**src/common/backendPkg.sv**
```systemverilog
package backendPkg;

	// ----------------------------------------
	// Pixel and colour widths
	// ----------------------------------------
	localparam int ChanW = 5;
	localparam int ChanCount = 3;
	// Packed r in 4:0, g in 9:5, b in 14:10
	localparam int ColorW = ChanW * ChanCount;
	// Saturation ceiling of one channel
	localparam int ChanMax = (1 << ChanW) - 1;
	// Stored pixel, mask bit on top of the colour
	localparam int PixW = ColorW + 1;

	// ----------------------------------------
	// Block geometry
	// ----------------------------------------
	localparam int PairsPerBlock = 8;
	localparam int PixPerBlock = 2 * PairsPerBlock;
	localparam int BlockW = PixW * PixPerBlock;

	// Screen X is doubled, so bit 0 never selects a pixel
	localparam int ScrXW = 10;
	localparam int ScrYW = 9;
	// Pair inside a block comes from X bits 3..1
	localparam int PairIdW = $clog2(PairsPerBlock);
	// Y followed by X bits 9..4
	localparam int BlockAdrW = ScrYW + ScrXW - PairIdW - 1;

	// ----------------------------------------
	// Codes
	// ----------------------------------------
	typedef enum logic [1:0] {
		PixIdle  = 2'd0,
		PixFirst = 2'd1,
		PixNext  = 2'd2,
		PixLast  = 2'd3
	} pixelState_t;

	// Background B, front F
	typedef enum logic [1:0] {
		BlendAverage    = 2'd0,
		BlendAdd        = 2'd1,
		BlendSub        = 2'd2,
		BlendAddQuarter = 2'd3
	} blendMode_t;

	typedef enum logic [1:0] {
		CodeNone  = 2'd0,
		CodeFirst = 2'd1,
		CodeNext  = 2'd2,
		CodeFlush = 2'd3
	} blockCode_t;

endpackage
```
**src/hw/gpuBackend.sv**
```systemverilog
`timescale 1ns/100ps

module gpuBackend (
	input  logic                              clk,
	input  logic                              i_reset,
	// Freezes both stages and the write
	input  logic                              i_pause,

	// Incoming pixel pair
	input  backendPkg::pixelState_t           i_pixelState,
	input  logic [backendPkg::ScrXW-1:0]      i_scrX,
	input  logic [backendPkg::ScrYW-1:0]      i_scrY,
	input  logic [backendPkg::ColorW-1:0]     i_colorL,
	input  logic [backendPkg::ColorW-1:0]     i_colorR,
	input  logic                              i_validL,
	input  logic                              i_validR,
	input  logic                              i_bgMskL,
	input  logic                              i_bgMskR,

	// Per primitive setup
	input  backendPkg::blendMode_t            i_transparency,
	input  logic                              i_noBlend,
	input  logic                              i_flushLastBlock,

	// Block import from the memory side
	input  logic                              i_importBlock,
	input  logic [backendPkg::BlockW-1:0]     i_importData,
	input  logic                              i_resetPixelMask,

	output logic                              o_pixelInFlight,
	output logic                              o_writeOnNewBlock,

	// Stencil write back
	output logic                              o_stencilWrite,
	output logic [backendPkg::BlockAdrW-1:0]  o_stencilAdr,
	output logic [backendPkg::PairIdW-1:0]    o_stencilPair,
	output logic [1:0]                        o_stencilSelect,
	output logic [1:0]                        o_stencilValue,

	// Block load and save
	output logic [backendPkg::BlockAdrW-1:0]  o_loadAdr,
	output logic [backendPkg::BlockAdrW-1:0]  o_saveAdr,
	output backendPkg::blockCode_t            o_saveBlockCode,
	output logic [backendPkg::BlockW-1:0]     o_exportBlock,
	output logic [backendPkg::PixPerBlock-1:0] o_exportMask
);
	import backendPkg::*;

	// ----------------------------------------
	// Control to cache
	// ----------------------------------------
	logic [BlockAdrW-1:0] readAdr;
	logic [PairIdW-1:0]   readPair;
	logic                 writeEn;
	logic [PairIdW-1:0]   writePair;
	logic [1:0]           writeSel;

	// Stage A mask bits into the blenders
	logic mskL;
	logic mskR;

	// Background pair and blended pair
	logic [ColorW-1:0] bgColorL;
	logic [ColorW-1:0] bgColorR;
	logic [PixW-1:0]   pixelL;
	logic [PixW-1:0]   pixelR;

	backendCtrl backendCtrl_inst (
		.clk               (clk),
		.i_reset           (i_reset),
		.i_pause           (i_pause),
		.i_pixelState      (i_pixelState),
		.i_scrX            (i_scrX),
		.i_scrY            (i_scrY),
		.i_validL          (i_validL),
		.i_validR          (i_validR),
		.i_bgMskL          (i_bgMskL),
		.i_bgMskR          (i_bgMskR),
		.i_noBlend         (i_noBlend),
		.i_flushLastBlock  (i_flushLastBlock),
		.o_readAdr         (readAdr),
		.o_readPair        (readPair),
		.o_writeEn         (writeEn),
		.o_writePair       (writePair),
		.o_writeSel        (writeSel),
		.o_pixelInFlight   (o_pixelInFlight),
		.o_writeOnNewBlock (o_writeOnNewBlock),
		.o_stencilWrite    (o_stencilWrite),
		.o_stencilAdr      (o_stencilAdr),
		.o_stencilPair     (o_stencilPair),
		.o_stencilSelect   (o_stencilSelect),
		.o_stencilValue    (o_stencilValue),
		.o_loadAdr         (o_loadAdr),
		.o_saveAdr         (o_saveAdr),
		.o_saveBlockCode   (o_saveBlockCode),
		.o_mskL            (mskL),
		.o_mskR            (mskR)
	);

	// Left pixel of the pair
	colorBlend colorBlendL (
		.clk        (clk),
		.i_reset    (i_reset),
		.i_pause    (i_pause),
		.i_color    (i_colorL),
		.i_bgColor  (bgColorL),
		.i_mode     (i_transparency),
		.i_noBlend  (i_noBlend),
		.i_msk      (mskL),
		.o_pixel    (pixelL)
	);

	// Right pixel of the pair
	colorBlend colorBlendR (
		.clk        (clk),
		.i_reset    (i_reset),
		.i_pause    (i_pause),
		.i_color    (i_colorR),
		.i_bgColor  (bgColorR),
		.i_mode     (i_transparency),
		.i_noBlend  (i_noBlend),
		.i_msk      (mskR),
		.o_pixel    (pixelR)
	);

	// Write address is the stage B block, same as the stencil address
	bgBlockCache bgBlockCache_inst (
		.clk          (clk),
		.i_reset      (i_reset),
		.i_readAdr    (readAdr),
		.i_readPair   (readPair),
		.i_writeEn    (writeEn),
		.i_writeAdr   (o_stencilAdr),
		.i_writePair  (writePair),
		.i_writeSel   (writeSel),
		.i_pixelL     (pixelL),
		.i_pixelR     (pixelR),
		.i_import     (i_importBlock),
		.i_importData (i_importData),
		.i_resetMask  (i_resetPixelMask),
		.o_bgColorL   (bgColorL),
		.o_bgColorR   (bgColorR),
		.o_block      (o_exportBlock),
		.o_mask       (o_exportMask)
	);

endmodule

```
**src/bgCache/bgBlockCache.sv**
```systemverilog
`timescale 1ns/100ps

module bgBlockCache (
	input  logic                                clk,
	input  logic                                i_reset,
	// Stage A pair to read
	input  logic [backendPkg::BlockAdrW-1:0]    i_readAdr,
	input  logic [backendPkg::PairIdW-1:0]      i_readPair,
	// Stage B pair to write
	input  logic                                i_writeEn,
	input  logic [backendPkg::BlockAdrW-1:0]    i_writeAdr,
	input  logic [backendPkg::PairIdW-1:0]      i_writePair,
	input  logic [1:0]                          i_writeSel,
	input  logic [backendPkg::PixW-1:0]         i_pixelL,
	input  logic [backendPkg::PixW-1:0]         i_pixelR,
	// Whole block load and mask clear
	input  logic                                i_import,
	input  logic [backendPkg::BlockW-1:0]       i_importData,
	input  logic                                i_resetMask,
	output logic [backendPkg::ColorW-1:0]       o_bgColorL,
	output logic [backendPkg::ColorW-1:0]       o_bgColorR,
	output logic [backendPkg::BlockW-1:0]       o_block,
	output logic [backendPkg::PixPerBlock-1:0]  o_mask
);
	import backendPkg::*;

	logic [BlockW-1:0]      blockData;
	// One bit per pixel, set once the pixel is written
	logic [PixPerBlock-1:0] maskBits;

	// Pixel index, left is even and right is odd
	logic [PairIdW:0] rdIdxL;
	logic [PairIdW:0] rdIdxR;
	logic [PairIdW:0] wrIdxL;
	logic [PairIdW:0] wrIdxR;

	logic [ColorW-1:0] rdColorL;
	logic [ColorW-1:0] rdColorR;
	logic              fwdHit;

	assign rdIdxL = {i_readPair, 1'b0};
	assign rdIdxR = {i_readPair, 1'b1};
	assign wrIdxL = {i_writePair, 1'b0};
	assign wrIdxR = {i_writePair, 1'b1};

	// ----------------------------------------
	// Read with forwarding
	// ----------------------------------------
	assign rdColorL = blockData[rdIdxL*PixW +: ColorW];
	assign rdColorR = blockData[rdIdxR*PixW +: ColorW];

	// Pending write to the same pair lands at this edge, use it directly
	assign fwdHit = i_writeEn && (i_readAdr == i_writeAdr) && (i_readPair == i_writePair);

	assign o_bgColorL = (fwdHit && i_writeSel[0]) ? i_pixelL[ColorW-1:0] : rdColorL;
	assign o_bgColorR = (fwdHit && i_writeSel[1]) ? i_pixelR[ColorW-1:0] : rdColorR;

	// ----------------------------------------
	// Data update
	// ----------------------------------------
	// Write has priority, import only on a free edge
	always_ff @(posedge clk) begin
		if (i_writeEn) begin
			if (i_writeSel[0]) begin
				blockData[wrIdxL*PixW +: PixW] <= i_pixelL;
			end
			if (i_writeSel[1]) begin
				blockData[wrIdxR*PixW +: PixW] <= i_pixelR;
			end
		end else if (i_import) begin
			blockData <= i_importData;
		end
	end

	// Mask update, same priority
	always_ff @(posedge clk) begin
		if (i_reset) begin
			maskBits <= '0;
		end else if (i_writeEn) begin
			if (i_writeSel[0]) begin
				maskBits[wrIdxL] <= 1'b1;
			end
			if (i_writeSel[1]) begin
				maskBits[wrIdxR] <= 1'b1;
			end
		end else if (i_resetMask) begin
			maskBits <= '0;
		end
	end

	assign o_block = blockData;
	assign o_mask  = maskBits;

	// Control never asks for a write that touches neither side
	assert property (@(posedge clk) disable iff (i_reset) i_writeEn |-> (i_writeSel != 2'b00));

endmodule

```
**src/blend/colorBlend.sv**
```systemverilog
`timescale 1ns/100ps

module colorBlend (
	input  logic                           clk,
	input  logic                           i_reset,
	input  logic                           i_pause,
	// Front colour, taken with the pair
	input  logic [backendPkg::ColorW-1:0]  i_color,
	// Background under the stage A pixel
	input  logic [backendPkg::ColorW-1:0]  i_bgColor,
	input  backendPkg::blendMode_t         i_mode,
	input  logic                           i_noBlend,
	input  logic                           i_msk,
	// Stage B pixel, {mask, colour}
	output logic [backendPkg::PixW-1:0]    o_pixel
);
	import backendPkg::*;

	logic [ColorW-1:0] colorA;
	blendMode_t        modeA;
	logic              noBlendA;
	logic [ColorW-1:0] blended;
	logic [PixW-1:0]   pixelB;

	// One channel, B background and F front
	function automatic logic [ChanW-1:0] blendChan(
		input logic [ChanW-1:0] bg,
		input logic [ChanW-1:0] fg,
		input blendMode_t       mode
	);
		// Two spare bits cover carry and borrow
		logic signed [ChanW+1:0] sum;
		case (mode)
			BlendAverage:    sum = $signed({2'b00, bg >> 1}) + $signed({2'b00, fg >> 1});
			BlendAdd:        sum = $signed({2'b00, bg}) + $signed({2'b00, fg});
			BlendSub:        sum = $signed({2'b00, bg}) - $signed({2'b00, fg});
			BlendAddQuarter: sum = $signed({2'b00, bg}) + $signed({2'b00, fg >> 2});
			default:         sum = $signed({2'b00, fg});
		endcase
		if (sum < 0) begin
			return '0;
		end else if (sum > ChanMax) begin
			return ChanMax[ChanW-1:0];
		end
		return sum[ChanW-1:0];
	endfunction

	// ----------------------------------------
	// Stage A, front colour and its mode
	// ----------------------------------------
	always_ff @(posedge clk) begin
		if (!i_pause) begin
			colorA   <= i_color;
			modeA    <= i_mode;
			noBlendA <= i_noBlend;
		end
	end

	// r, g and b blend on their own
	always_comb begin
		for (int c = 0; c < ChanCount; c++) begin
			blended[c*ChanW +: ChanW] = blendChan(i_bgColor[c*ChanW +: ChanW],
				colorA[c*ChanW +: ChanW], modeA);
		end
		if (noBlendA) begin
			blended = colorA;
		end
	end

	// ----------------------------------------
	// Stage B, pixel waiting for the write
	// ----------------------------------------
	always_ff @(posedge clk) begin
		if (!i_pause) begin
			pixelB <= {i_msk, blended};
		end
	end
	assign o_pixel = pixelB;

	// Mode comes from setup and must be driven once out of reset
	assert property (@(posedge clk) disable iff (i_reset) !$isunknown(i_mode));

endmodule

```
**src/hw/backendCtrl.sv**
```systemverilog
`timescale 1ns/100ps

module backendCtrl (
	input  logic                              clk,
	input  logic                              i_reset,
	input  logic                              i_pause,
	input  backendPkg::pixelState_t           i_pixelState,
	input  logic [backendPkg::ScrXW-1:0]      i_scrX,
	input  logic [backendPkg::ScrYW-1:0]      i_scrY,
	input  logic                              i_validL,
	input  logic                              i_validR,
	input  logic                              i_bgMskL,
	input  logic                              i_bgMskR,
	input  logic                              i_noBlend,
	input  logic                              i_flushLastBlock,

	// Cache read side, stage A
	output logic [backendPkg::BlockAdrW-1:0]  o_readAdr,
	output logic [backendPkg::PairIdW-1:0]    o_readPair,
	// Cache write side, stage B
	output logic                              o_writeEn,
	output logic [backendPkg::PairIdW-1:0]    o_writePair,
	output logic [1:0]                        o_writeSel,

	output logic                              o_pixelInFlight,
	output logic                              o_writeOnNewBlock,
	output logic                              o_stencilWrite,
	output logic [backendPkg::BlockAdrW-1:0]  o_stencilAdr,
	output logic [backendPkg::PairIdW-1:0]    o_stencilPair,
	output logic [1:0]                        o_stencilSelect,
	output logic [1:0]                        o_stencilValue,
	output logic [backendPkg::BlockAdrW-1:0]  o_loadAdr,
	output logic [backendPkg::BlockAdrW-1:0]  o_saveAdr,
	output backendPkg::blockCode_t            o_saveBlockCode,

	// Stage A mask bits for the blenders
	output logic                              o_mskL,
	output logic                              o_mskR
);
	import backendPkg::*;

	// ----------------------------------------
	// Stage registers
	// ----------------------------------------
	// Valid bits are {right, left}
	logic [1:0]       validA;
	logic [1:0]       validB;
	pixelState_t      stateA;
	pixelState_t      stateB;
	logic [ScrXW-1:0] xA;
	logic [ScrXW-1:0] xB;
	logic [ScrYW-1:0] yA;
	logic [ScrYW-1:0] yB;
	logic [1:0]       mskA;
	logic [1:0]       mskB;

	logic [BlockAdrW-1:0] blockAdrB;
	logic [PairIdW-1:0]   pairB;
	logic                 writeNow;
	logic [BlockAdrW-1:0] lastWriteAdr;
	blockCode_t           blockCode;

	// Control part, cleared by reset
	always_ff @(posedge clk) begin
		if (i_reset) begin
			validA <= 2'b00;
			validB <= 2'b00;
			stateA <= PixIdle;
			stateB <= PixIdle;
		end else if (!i_pause) begin
			validA <= {i_validR, i_validL};
			validB <= validA;
			stateA <= i_pixelState;
			stateB <= stateA;
		end
	end

	// Position and mask travel with the pair
	always_ff @(posedge clk) begin
		if (!i_pause) begin
			xA   <= i_scrX;
			yA   <= i_scrY;
			mskA <= {i_bgMskR, i_bgMskL};
			xB   <= xA;
			yB   <= yA;
			mskB <= mskA;
		end
	end

	// Background lookup for the pair in stage A
	assign o_readAdr  = {yA, xA[ScrXW-1:PairIdW+1]};
	assign o_readPair = xA[PairIdW:1];
	assign o_mskL     = mskA[0];
	assign o_mskR     = mskA[1];

	// ----------------------------------------
	// Stage B write back
	// ----------------------------------------
	assign blockAdrB = {yB, xB[ScrXW-1:PairIdW+1]};
	assign pairB     = xB[PairIdW:1];
	// Nothing leaves the stage while frozen
	assign writeNow  = !i_pause && (|validB);

	assign o_writeEn   = writeNow;
	assign o_writePair = pairB;
	assign o_writeSel  = validB;

	assign o_stencilWrite  = writeNow;
	assign o_stencilAdr    = blockAdrB;
	assign o_stencilPair   = pairB;
	assign o_stencilSelect = validB;
	// Sticky bit only where the pixel is really written
	assign o_stencilValue  = mskB & validB;

	// Last block that took a write is the one to save
	always_ff @(posedge clk) begin
		if (writeNow) begin
			lastWriteAdr <= blockAdrB;
		end
	end
	assign o_saveAdr = lastWriteAdr;
	assign o_loadAdr = blockAdrB;

	// ----------------------------------------
	// Block operation code
	// ----------------------------------------
	// First block needs no load when nothing blends with it
	always_comb begin
		if (stateB == PixFirst && i_noBlend) begin
			blockCode = CodeNone;
		end else begin
			blockCode = blockCode_t'(stateB | {2{i_flushLastBlock}});
		end
	end
	assign o_saveBlockCode   = blockCode;
	assign o_writeOnNewBlock = (blockCode != CodeNone);

	assign o_pixelInFlight = (|validA) || (|validB);

	// No ready signal, so the source keeps the pair on its inputs while frozen
	assert property (@(posedge clk) disable iff (i_reset)
		i_pause |=> ($stable(i_scrX) && $stable(i_scrY) && $stable(i_pixelState)));

endmodule

```
**config.mk**
```make
export PLATFORM = sky130hd
export DESIGN_NAME = gpuBackend
export DESIGN_NICKNAME = d
export VERILOG_FILES = /design/src/common/backendPkg.sv /design/src/hw/gpuBackend.sv /design/src/bgCache/bgBlockCache.sv /design/src/blend/colorBlend.sv /design/src/hw/backendCtrl.sv
export SDC_FILE = /design/constraint.sdc
export NUM_CORES = 1
export LEC_CHECK = 0
export ABC_CLOCK_PERIOD_IN_PS = 9300
export BUFFER_PORTS_ARGS = -buffer_cell sky130_fd_sc_hd__clkbuf_2
export CORE_AREA = 2 2 251 253
export DETAILED_ROUTE_END_ITERATION = 10
export DIE_AREA = 0 0 253 255
export GPL_TIMING_DRIVEN = 0
export SETUP_SLACK_MARGIN = 0.2
export SYNTH_ARGS = -nofsm -noshare
export SYNTH_HDL_FRONTEND = slang
export SYNTH_HIERARCHICAL = 1
export SYNTH_SLANG_ARGS = --single-unit
```
**constraint.sdc**
```tcl
create_clock -name clk -period 9.3 [get_ports clk]
set_input_delay 1.86 -clock clk [delete_from_list [all_inputs] [get_ports clk]]
set_output_delay 1.86 -clock clk [all_outputs]
set_load 0.005 [all_outputs]
```
==> results of run 1 <==
## metrics by stage
step	cells	power [mW]	setup WS, ns
global route	3204	5.583	2.817
floorplan	1671	3.024	3.289
detailed placement	3118	3.545	2.005
CTS	3200	5.396	2.617
finish	3204	5.403	2.946
global placement	3117	3.531	2.158
## layer usage
layer  GRT usage  up-vias  part of all wire
met3     0.06834      236             0.087
met2      0.5199     1224              0.48
met5           0        -           0.00028
met4      0.1878        4             0.065
met1      0.3581     9377              0.37
li1            -     7948                 -
## state kept, by name (all words and copies together) (netlist names), 2 cells and up
signal / count
bgBlockCache_inst/o_mask: 16
backendCtrl_inst/xB: 9
colorBlendR/o_pixel: 16
backendCtrl_inst/yA: 9
backendCtrl_inst/xA: 9
colorBlendL/colorA: 15
backendCtrl_inst/stateB: 2
colorBlendR/colorA: 15
backendCtrl_inst/validA: 2
backendCtrl_inst/stateA: 2
backendCtrl_inst/mskB: 2
colorBlendR/modeA: 2
backendCtrl_inst/o_stencilSelect: 2
colorBlendL/modeA: 2
colorBlendL/o_pixel: 16
backendCtrl_inst/o_saveAdr: 15
backendCtrl_inst/yB: 9
backendCtrl_inst/mskA: 2
bgBlockCache_inst/o_block: 256
## cell usage in the layout (no fill, tap or decap), types with 20 or more instances in the layout
master     netlist  layout
nand2_1        120     120
clkbuf_2         2     649
mux4_1          52      52
o21ai_0         31      31
clkbuf_16        0      46
o2bb2ai_1      176     176
a21oi_1         66      66
edfxtp_1       379     379
a21o_1          21      21
mux2_4          20      20
ha_1            93      93
buf_4           22      22
inv_1           80      77
dfxtp_1         24      24
nand2b_1        21      21
nor2_1          61      60
a211oi_1        30      30
mux2_2          41      41
xnor2_1         38      38
clkbuf_1        62      73
o21ai_1         32      32
a22o_1          80      80
## cell type report
type,count,area [um^2]
Antenna cell,4,10.01
Buffer,121,665.6
Clock buffer,58,1206
Clock inverter,24,300.3
Fill cell,5799,34070
Inverter,81,304.0
Multi-Input combinational cell,1066,9483
Sequential cell,403,11860
Tap cell,799,999.7
Timing Repair Buffer,648,3258
## cells by family (layout without fill, tap and decap cells)
kind of cell | count (synthesis) | after routing | share of synthesized area
AO/OA/AOI/OAI | 480 | 480 | 0.1639
flip-flops | 403 | 403 | 0.5319
AND/OR/NAND/NOR | 283 | 283 | 0.06003
buffers and inverters | 202 | 932 | 0.04348
multiplexers | 138 | 138 | 0.1112
adder cells (fa/ha/maj) | 111 | 111 | 0.06834
XOR/XNOR | 54 | 54 | 0.02121
other | 0 | 4 | 0
## worst max-delay path: stages
cell      delay, ns
clkbuf_2       0.13
buf_6          0.17
nor2_2         0.74
buf_4          0.22
buf_2          0.22
nand4_1        0.11
nor3_1         0.45
nand3_2        0.40
buf_6          0.30
mux2_4         0.32
inv_1          0.06
ha_1           0.16
inv_1          0.05
fa_1           0.39
a21o_1         0.22
a21oi_2        0.14
xnor2_1        0.08
o211ai_1       0.16
o21ai_1        0.12
a221o_1        0.36
## worst min path at each step
stage	startpoint	depth (start not counted)	slack (ns)	to
2_1_floorplan	backendCtrl_inst/xA[2]	0	0.42	backendCtrl_inst/xB[2]
4_1_cts	backendCtrl_inst/xA[2]	0	0.46	backendCtrl_inst/xB[2]
6_report	backendCtrl_inst/xA[2]	0	0.45	backendCtrl_inst/xB[2]
5_1_grt	backendCtrl_inst/xA[2]	0	0.47	backendCtrl_inst/xB[2]
3_5_place_dp	backendCtrl_inst/xA[2]	0	0.44	backendCtrl_inst/xB[2]
3_3_place_gp	backendCtrl_inst/xA[2]	0	0.43	backendCtrl_inst/xB[2]
## where the power goes
part	switching, mW	internal (mW)	total [mW]
combinational	0.700	0.541	1.24
clock	0.798	1.07	1.86
sequential	0.139	2.16	2.30
total	1.64	3.77	5.40
==> summary.md, run 1 <==
| Metric | Value |
|---|---|
| PD cells | `approximately 190 mW/mm^2` |
| Setup_tns | `0 ns` |
| # setup viols final | `0` |
| Setup CP Type | `in2reg` |
| R2R Path End | `bgBlockCache_inst/o_block[232]` |
| Core Rows | `just over 90` |
| Clk_lat worst skew | `0.60 ns` |
| CTS tree | `done` |
| RSZ-0062 raised after global routing | `false` |
| Mapped Area | `~0.022 mm^2` |
| Pin count of the biggest net entering global routing | `41` |
| Layout Nets | `2,797` |
| Hold slack | `approximately 0.45 ns` |
| Yosys cell types | `slightly above 70` |
| Synth Flop Type | `edfxtp_1` |
| Remaining DRCs | `0` |
| Root Driver | `clkbuf_16` |
| Finished Cell Area | `between 0.02 and 0.03 mm^2` |
| CP Data Required Time | `9.63 ns` |
| Area contributors post-synth | `edfxtp_1 (51%), o2bb2ai_1 (6.9%), mux4_1 (6.1%), ha_1 (5.2%), a22o_1 (3.1%)` |
| Via-to-Cell Ratio | `around 5.9` |
| Most common cell in the netlist | `edfxtp_1` |
| H-tree depth | `2` |
| Crit share post-route | `0.6832` |
| PortBufs | `between 600 and 700` |
| Relative max-transition margin | `0.1192` |
| Synth cell count leaders | `edfxtp_1 (379), o2bb2ai_1 (176), nand2_1 (120)` |
| Avg Cell Area, Syn | `around 13 um^2` |
| Detailed placement HPWL | `approximately 80 mm` |
| Synth Register Bits | `between 400 and 500` |
| CP Capture Point | `colorBlendR/o_pixel[14]` |
| Resized cells post-CTS | `0` |
| Clock Skew | `slightly below 0.03 ns` |
| Hold Path Class | `reg2reg` |
| RR Startpoint | `backendCtrl_inst/xB[1]` |
| CTS sink cnt | `between 400 and 500` |
| Routability congestion estimate | `1.018` |
| Yosys top cell area share | `0.5103` |
| Synth Warn # | `6` |
| Critical path fanouts, max | `17` |
| Fin. Hold Viols | `0` |
| Vias in the first global route | `18,790` |
| Worst Path Arrival | `about 6.7 ns` |
| GRT overflow | `0` |
| Clk slew on worst S/H paths | `0.06 ns` |
| GRT Util Overall | `0.3076` |
| Cell leakage power | `approximately 12 nW` |
| 1st-iter DRT viols | `between 1,500 and 2,000` |
| Ys async rst share | `0` |
| Hold Buf Count CTS | `0` |
| Worst reg-to-reg path cell count | `11` |
| Final wirelength | `roughly 100 mm` |
| Share of layout cells above drive strength 1 | `0.3594` |
| Min Tclk post-route | `around 6.4 ns` |
| Setup bufs post-CTS | `0` |
| CTS max path bufs | `3` |
| Synth-to-layout area growth | `25.95%` |
| Post-synth EDFFs | `379` |
| Setup slack, reg-to-reg | `about 3.4 ns` |
| Crit path launch | `i_pause` |
| Area after DPL | `around 0.027 mm^2` |
| Worst-Margin Slew | `1.318 ns` |
| Worst vdd ir | `approximately 0.11 mV` |
| Max Slew Vio Count | `0` |
| Synth area leader | `edfxtp_1` |
| Post-DRT Antenna Nets | `0` |
| First-pass GRT wire length | `139.7 mm` |
| Status | `complete, no violations` |
| Die extent in y | `around 260 um` |
| Die W | `between 200 and 300 um` |
| Crit path launch type | `input port` |
| Syn Inst Count | `approximately 1,700` |
| Die area | `0.06452 mm^2` |
| Starting Density | `0.3588` |
| Final core utilization | `0.4519` |
| Fmax | `157.4 MHz` |
| DR vias | `between 15,000 and 20,000` |
| I/O pin cnt | `649` |
| Initial antenna violation count | `10` |
| Std-Cell Core Area | `just over 0.06 mm^2` |
| Syn_nets | `between 2,000 and 2,500` |
| WL/cell | `around 32 um` |
| Sequential element share of the synthesized area | `0.5319` |
| Cts bufs inserted | `45` |
| Critical path endpoint category | `flip-flop` |
| Maxcap violations | `0` |
| DRT Pass-1 Iters | `5` |
No activity file was read; power rests on OpenSTA's default activity.
==> run 2: changes to the inputs <==
Settings changed: ABC_CLOCK_PERIOD_IN_PS 9300 to 5500, CORE_AREA 2 2 251 253 to 2 2 253 255, DIE_AREA 0 0 253 255 to 0 0 255 257.
Clock period 9.3 ns to 5.5 ns, I/O delays scaled along.
==> run 2 against run 1 <==
Against the previous run:
- via count shrank 0.27%
- combinational power grew 71%
- final area grew 0.32%
- utilization shrank 0.27 points
- clock skew grew 0.0080 ns
- critical path depth shrank 9
- routed wire length grew 2.3%
- sequential cell count is the same
- power grew 68%
- hold slack lost 0.0056 ns
- setup slack lost 2.3 ns
- clock power grew 66%
==> summary.md, run 2 (synthesized netlist as in run 1, its figures left out) <==
| Metric | Value |
|---|---|
| Crit share post-route | `0.8905` |
| Setup CP Type | `reg2reg` |
| Leading cell type in the layout, fill and taps excluded | `clkbuf_2` |
| Routability congestion estimate | `0.9980 (-1.9%)` |
| First-pass GRT wire length | `143.1 mm (+2.5%)` |
| CTS max path bufs | `3 (unchanged)` |
| Max Slew Vio Count | `0 (unchanged)` |
| Core Rows | `92 (unchanged)` |
| Multi-input logic area | `0.009505 mm^2 (+0.24%)` |
| Switching share of total power | `0.3068 (+0.003809)` |
| Place WS | `-1.151 ns (-3.156 ns)` |
| Pin count of the biggest net entering global routing | `41 (unchanged)` |
| Fin. Hold Viols | `0 (unchanged)` |
| Cell leakage power | `11.94 nW (+0.22%)` |
| Post-DRT Antenna Nets | `0 (unchanged)` |
| Die extent in y | `257 um (+0.78%)` |
| CTS sink cnt | `403 (unchanged)` |
| Relative max-transition margin | `0.03752 (-0.08170)` |
| Hold path startpoint | `backendCtrl_inst/xA[2]` |
| Root Driver | `clkbuf_16` |
| Max stage delay on crit path | `0.85 ns (+0.11 ns)` |
| # setup viols final | `0 (unchanged)` |
| Psw | `2.792 mW (+71%)` |
| Worst Path Arrival | `5.04 ns (-1.64 ns)` |
| Crit-path cells | `buf_4, inv_1, clkbuf_1, clkbuf_2, ha_1, ha_1, nor2_1, and3_1, nand2_1, clkbuf_1, nand2_2` |
| Fmax | `about 200 MHz` |
| Clock Skew | `0.03706 ns (+0.007952 ns)` |
| Worst-Margin Slew | `1.433 ns (+0.1147 ns)` |
| Power share of the clock group | `0.340 (-0.005)` |
| Commonest cells after routing, fill and taps aside | `clkbuf_2 (655), edfxtp_1 (379), o2bb2ai_1 (176)` |
| # fillers | `5,828 (+0.50%)` |
| RSZ-0062 raised after global routing | `false` |
| Layout Nets | `2,800 (+0.11%)` |
| DRT Pass-1 Iters | `7 (+2)` |
| Internal power | `6.307 mW (+67%)` |
| Die area | `0.06554 mm^2 (+1.6%)` |
| Placed insts | `3,166 (+1.5%)` |
| PD cells | `322.9 mW/mm^2 (+68%)` |
| Critical path endpoint category | `flip-flop` |
| Maxcap violations | `0 (unchanged)` |
| Vias in the first global route | `18,810 (+0.074%)` |
| I/O pin cnt | `649 (unchanged)` |
| WL/cell | `32.33 um (+0.93%)` |
| Clk slew on worst S/H paths | `0.07 ns (about the same)` |
| Status | `complete, no violations` |
| Die W | `255 um (+0.79%)` |
| Max FFs per register | `256 (unchanged)` |
| GRT Util Overall | `0.3118 (+0.004222)` |
| DR vias | `18,740 (-0.27%)` |
| Share of layout cells above drive strength 1 | `0.3663 (+0.006816)` |
| PortBufs | `647 (unchanged)` |
| Crit path launch | `backendCtrl_inst/xB[1]` |
| H-tree depth | `2 (unchanged)` |
| Std-Cell Core Area | `0.06274 mm^2 (+0.93%)` |
| Synth-to-layout area growth | `26.35%` |
| Hold slack | `0.4492 ns (-0.005624 ns)` |
| Clk_lat worst skew | `0.61 ns (about the same)` |
| Min Tclk post-route | `slightly below 5 ns` |
| Final worst setup slack | `0.6025 ns (-2.344 ns)` |
| Initial antenna violation count | `10 (unchanged)` |
| Via-to-Cell Ratio | `5.769 (-1.6%)` |
| Worst vdd ir | `0.2070 mV (+83%)` |
| Hold Path Class | `reg2reg` |
| CTS tree | `done` |
| Cts bufs inserted | `45 (unchanged)` |
| Critical path fanouts, max | `16 (-1)` |
| CP max-delay cell | `clkbuf_1` |
| Sequential Power Share | `0.427 (+0.002)` |
| Logic gate share of total power | `0.233 (+0.003)` |
| RR Startpoint | `backendCtrl_inst/xB[1]` |
| GRT overflow | `0 (unchanged)` |
| Final wirelength | `105.0 mm (+2.3%)` |
| Detailed placement HPWL | `82.15 mm (+2.1%)` |
| Remaining DRCs | `0 (unchanged)` |
| Setup_tns | `0 ns (unchanged)` |
| Final cell count without fillers | `3,248 (+1.4%)` |
| Crit path launch type | `flip-flop` |
| 1st-iter DRT viols | `1,794 (-0.056%)` |
| Starting Density | `0.3555 (-0.003292)` |
| FF/Latch Area | `0.01186 mm^2 (unchanged)` |
| CP Data Required Time | `5.65 ns (-3.98 ns)` |
## run 2: changes by cell type in the layout (fill, tap and decap cells not counted), moves of 2 or more
cell	previous run	this run
clkbuf_1	73	61
nand2_1	120	113
clkbuf_8	1	4
clkbuf_16	46	48
buf_4	22	24
clkbuf_2	649	655
nand2_2	0	6
bufinv_16	5	2
diode_2	4	2
## run 2: metrics by stage
stage / util / power [mW] / area, um^2
floorplan: - / 5.114 / 22300
global placement: 0.4240 / 6.018 / 26600
detailed placement: 0.4246 / 6.029 / 26630
CTS: 0.4486 / 9.104 / 28150
global route: 0.4491 / 9.404 / 28170
finish: 0.4492 / 9.099 / 28180
## run 2: what timing repair did
action | CTS | global route
endpoints found under the hold margin | 0 | 0
setup endpoints to repair | 142 | 37
pin swaps | 0 | 1
hold buffers | 0 | 0
resized for setup | 14 | 4
buffers inserted | 0 | 2
## run 2: power by group through the flow
stage / Sequential (mW) / Combinational, mW / Clock [mW]
after detailed placement: 3.94 / 2.09 / 0
final: 3.89 / 2.12 / 3.09
after CTS: 3.88 / 2.11 / 3.12
after floorplan: 3.83 / 1.29 / 0
after global placement: 3.94 / 2.08 / 0
after global routing: 3.89 / 2.28 / 3.23
## run 2: cell type report
| cell class | instances | area share |
|---|---|---|
| diodes | 2 | 0.0001776 |
| plain buffers | 121 | 0.02411 |
| clock buffers | 57 | 0.04525 |
| clock inverters | 21 | 0.007282 |
| inverters | 81 | 0.01079 |
| multi-input cells | 1066 | 0.3373 |
| flip-flops and latches | 403 | 0.4209 |
| well taps | 846 | 0.03757 |
| repair buffers | 651 | 0.1166 |
## run 2: final timing paths
kind | to | slack (ns) | depth (start not counted)
min reg2reg | backendCtrl_inst/xB[2] | 0.45 | 0
min | backendCtrl_inst/xB[2] | 0.45 | 0
max | bgBlockCache_inst/o_block[202] | 0.60 | 11
max reg2reg | bgBlockCache_inst/o_block[202] | 0.60 | 11
## run 2: metal layers
layer,share of wire,GRT usage,wire [um]
met5,0.00081,0,85
met4,0.055,0.1493,5792
met3,0.086,0.06696,8983
met2,0.49,0.5381,51630
met1,0.37,0.3669,38500
## run 2: critical path: cells and delay by family, from the launching register on
| family | cells | cell delay [ns] |
|---|---|---|
| adder cells (fa/ha/maj) | 2 | 0.45 |
| flip-flops | 1 | 0.39 |
| AND/OR/NAND/NOR | 4 | 1.31 |
| buffers and inverters | 5 | 2.24 |
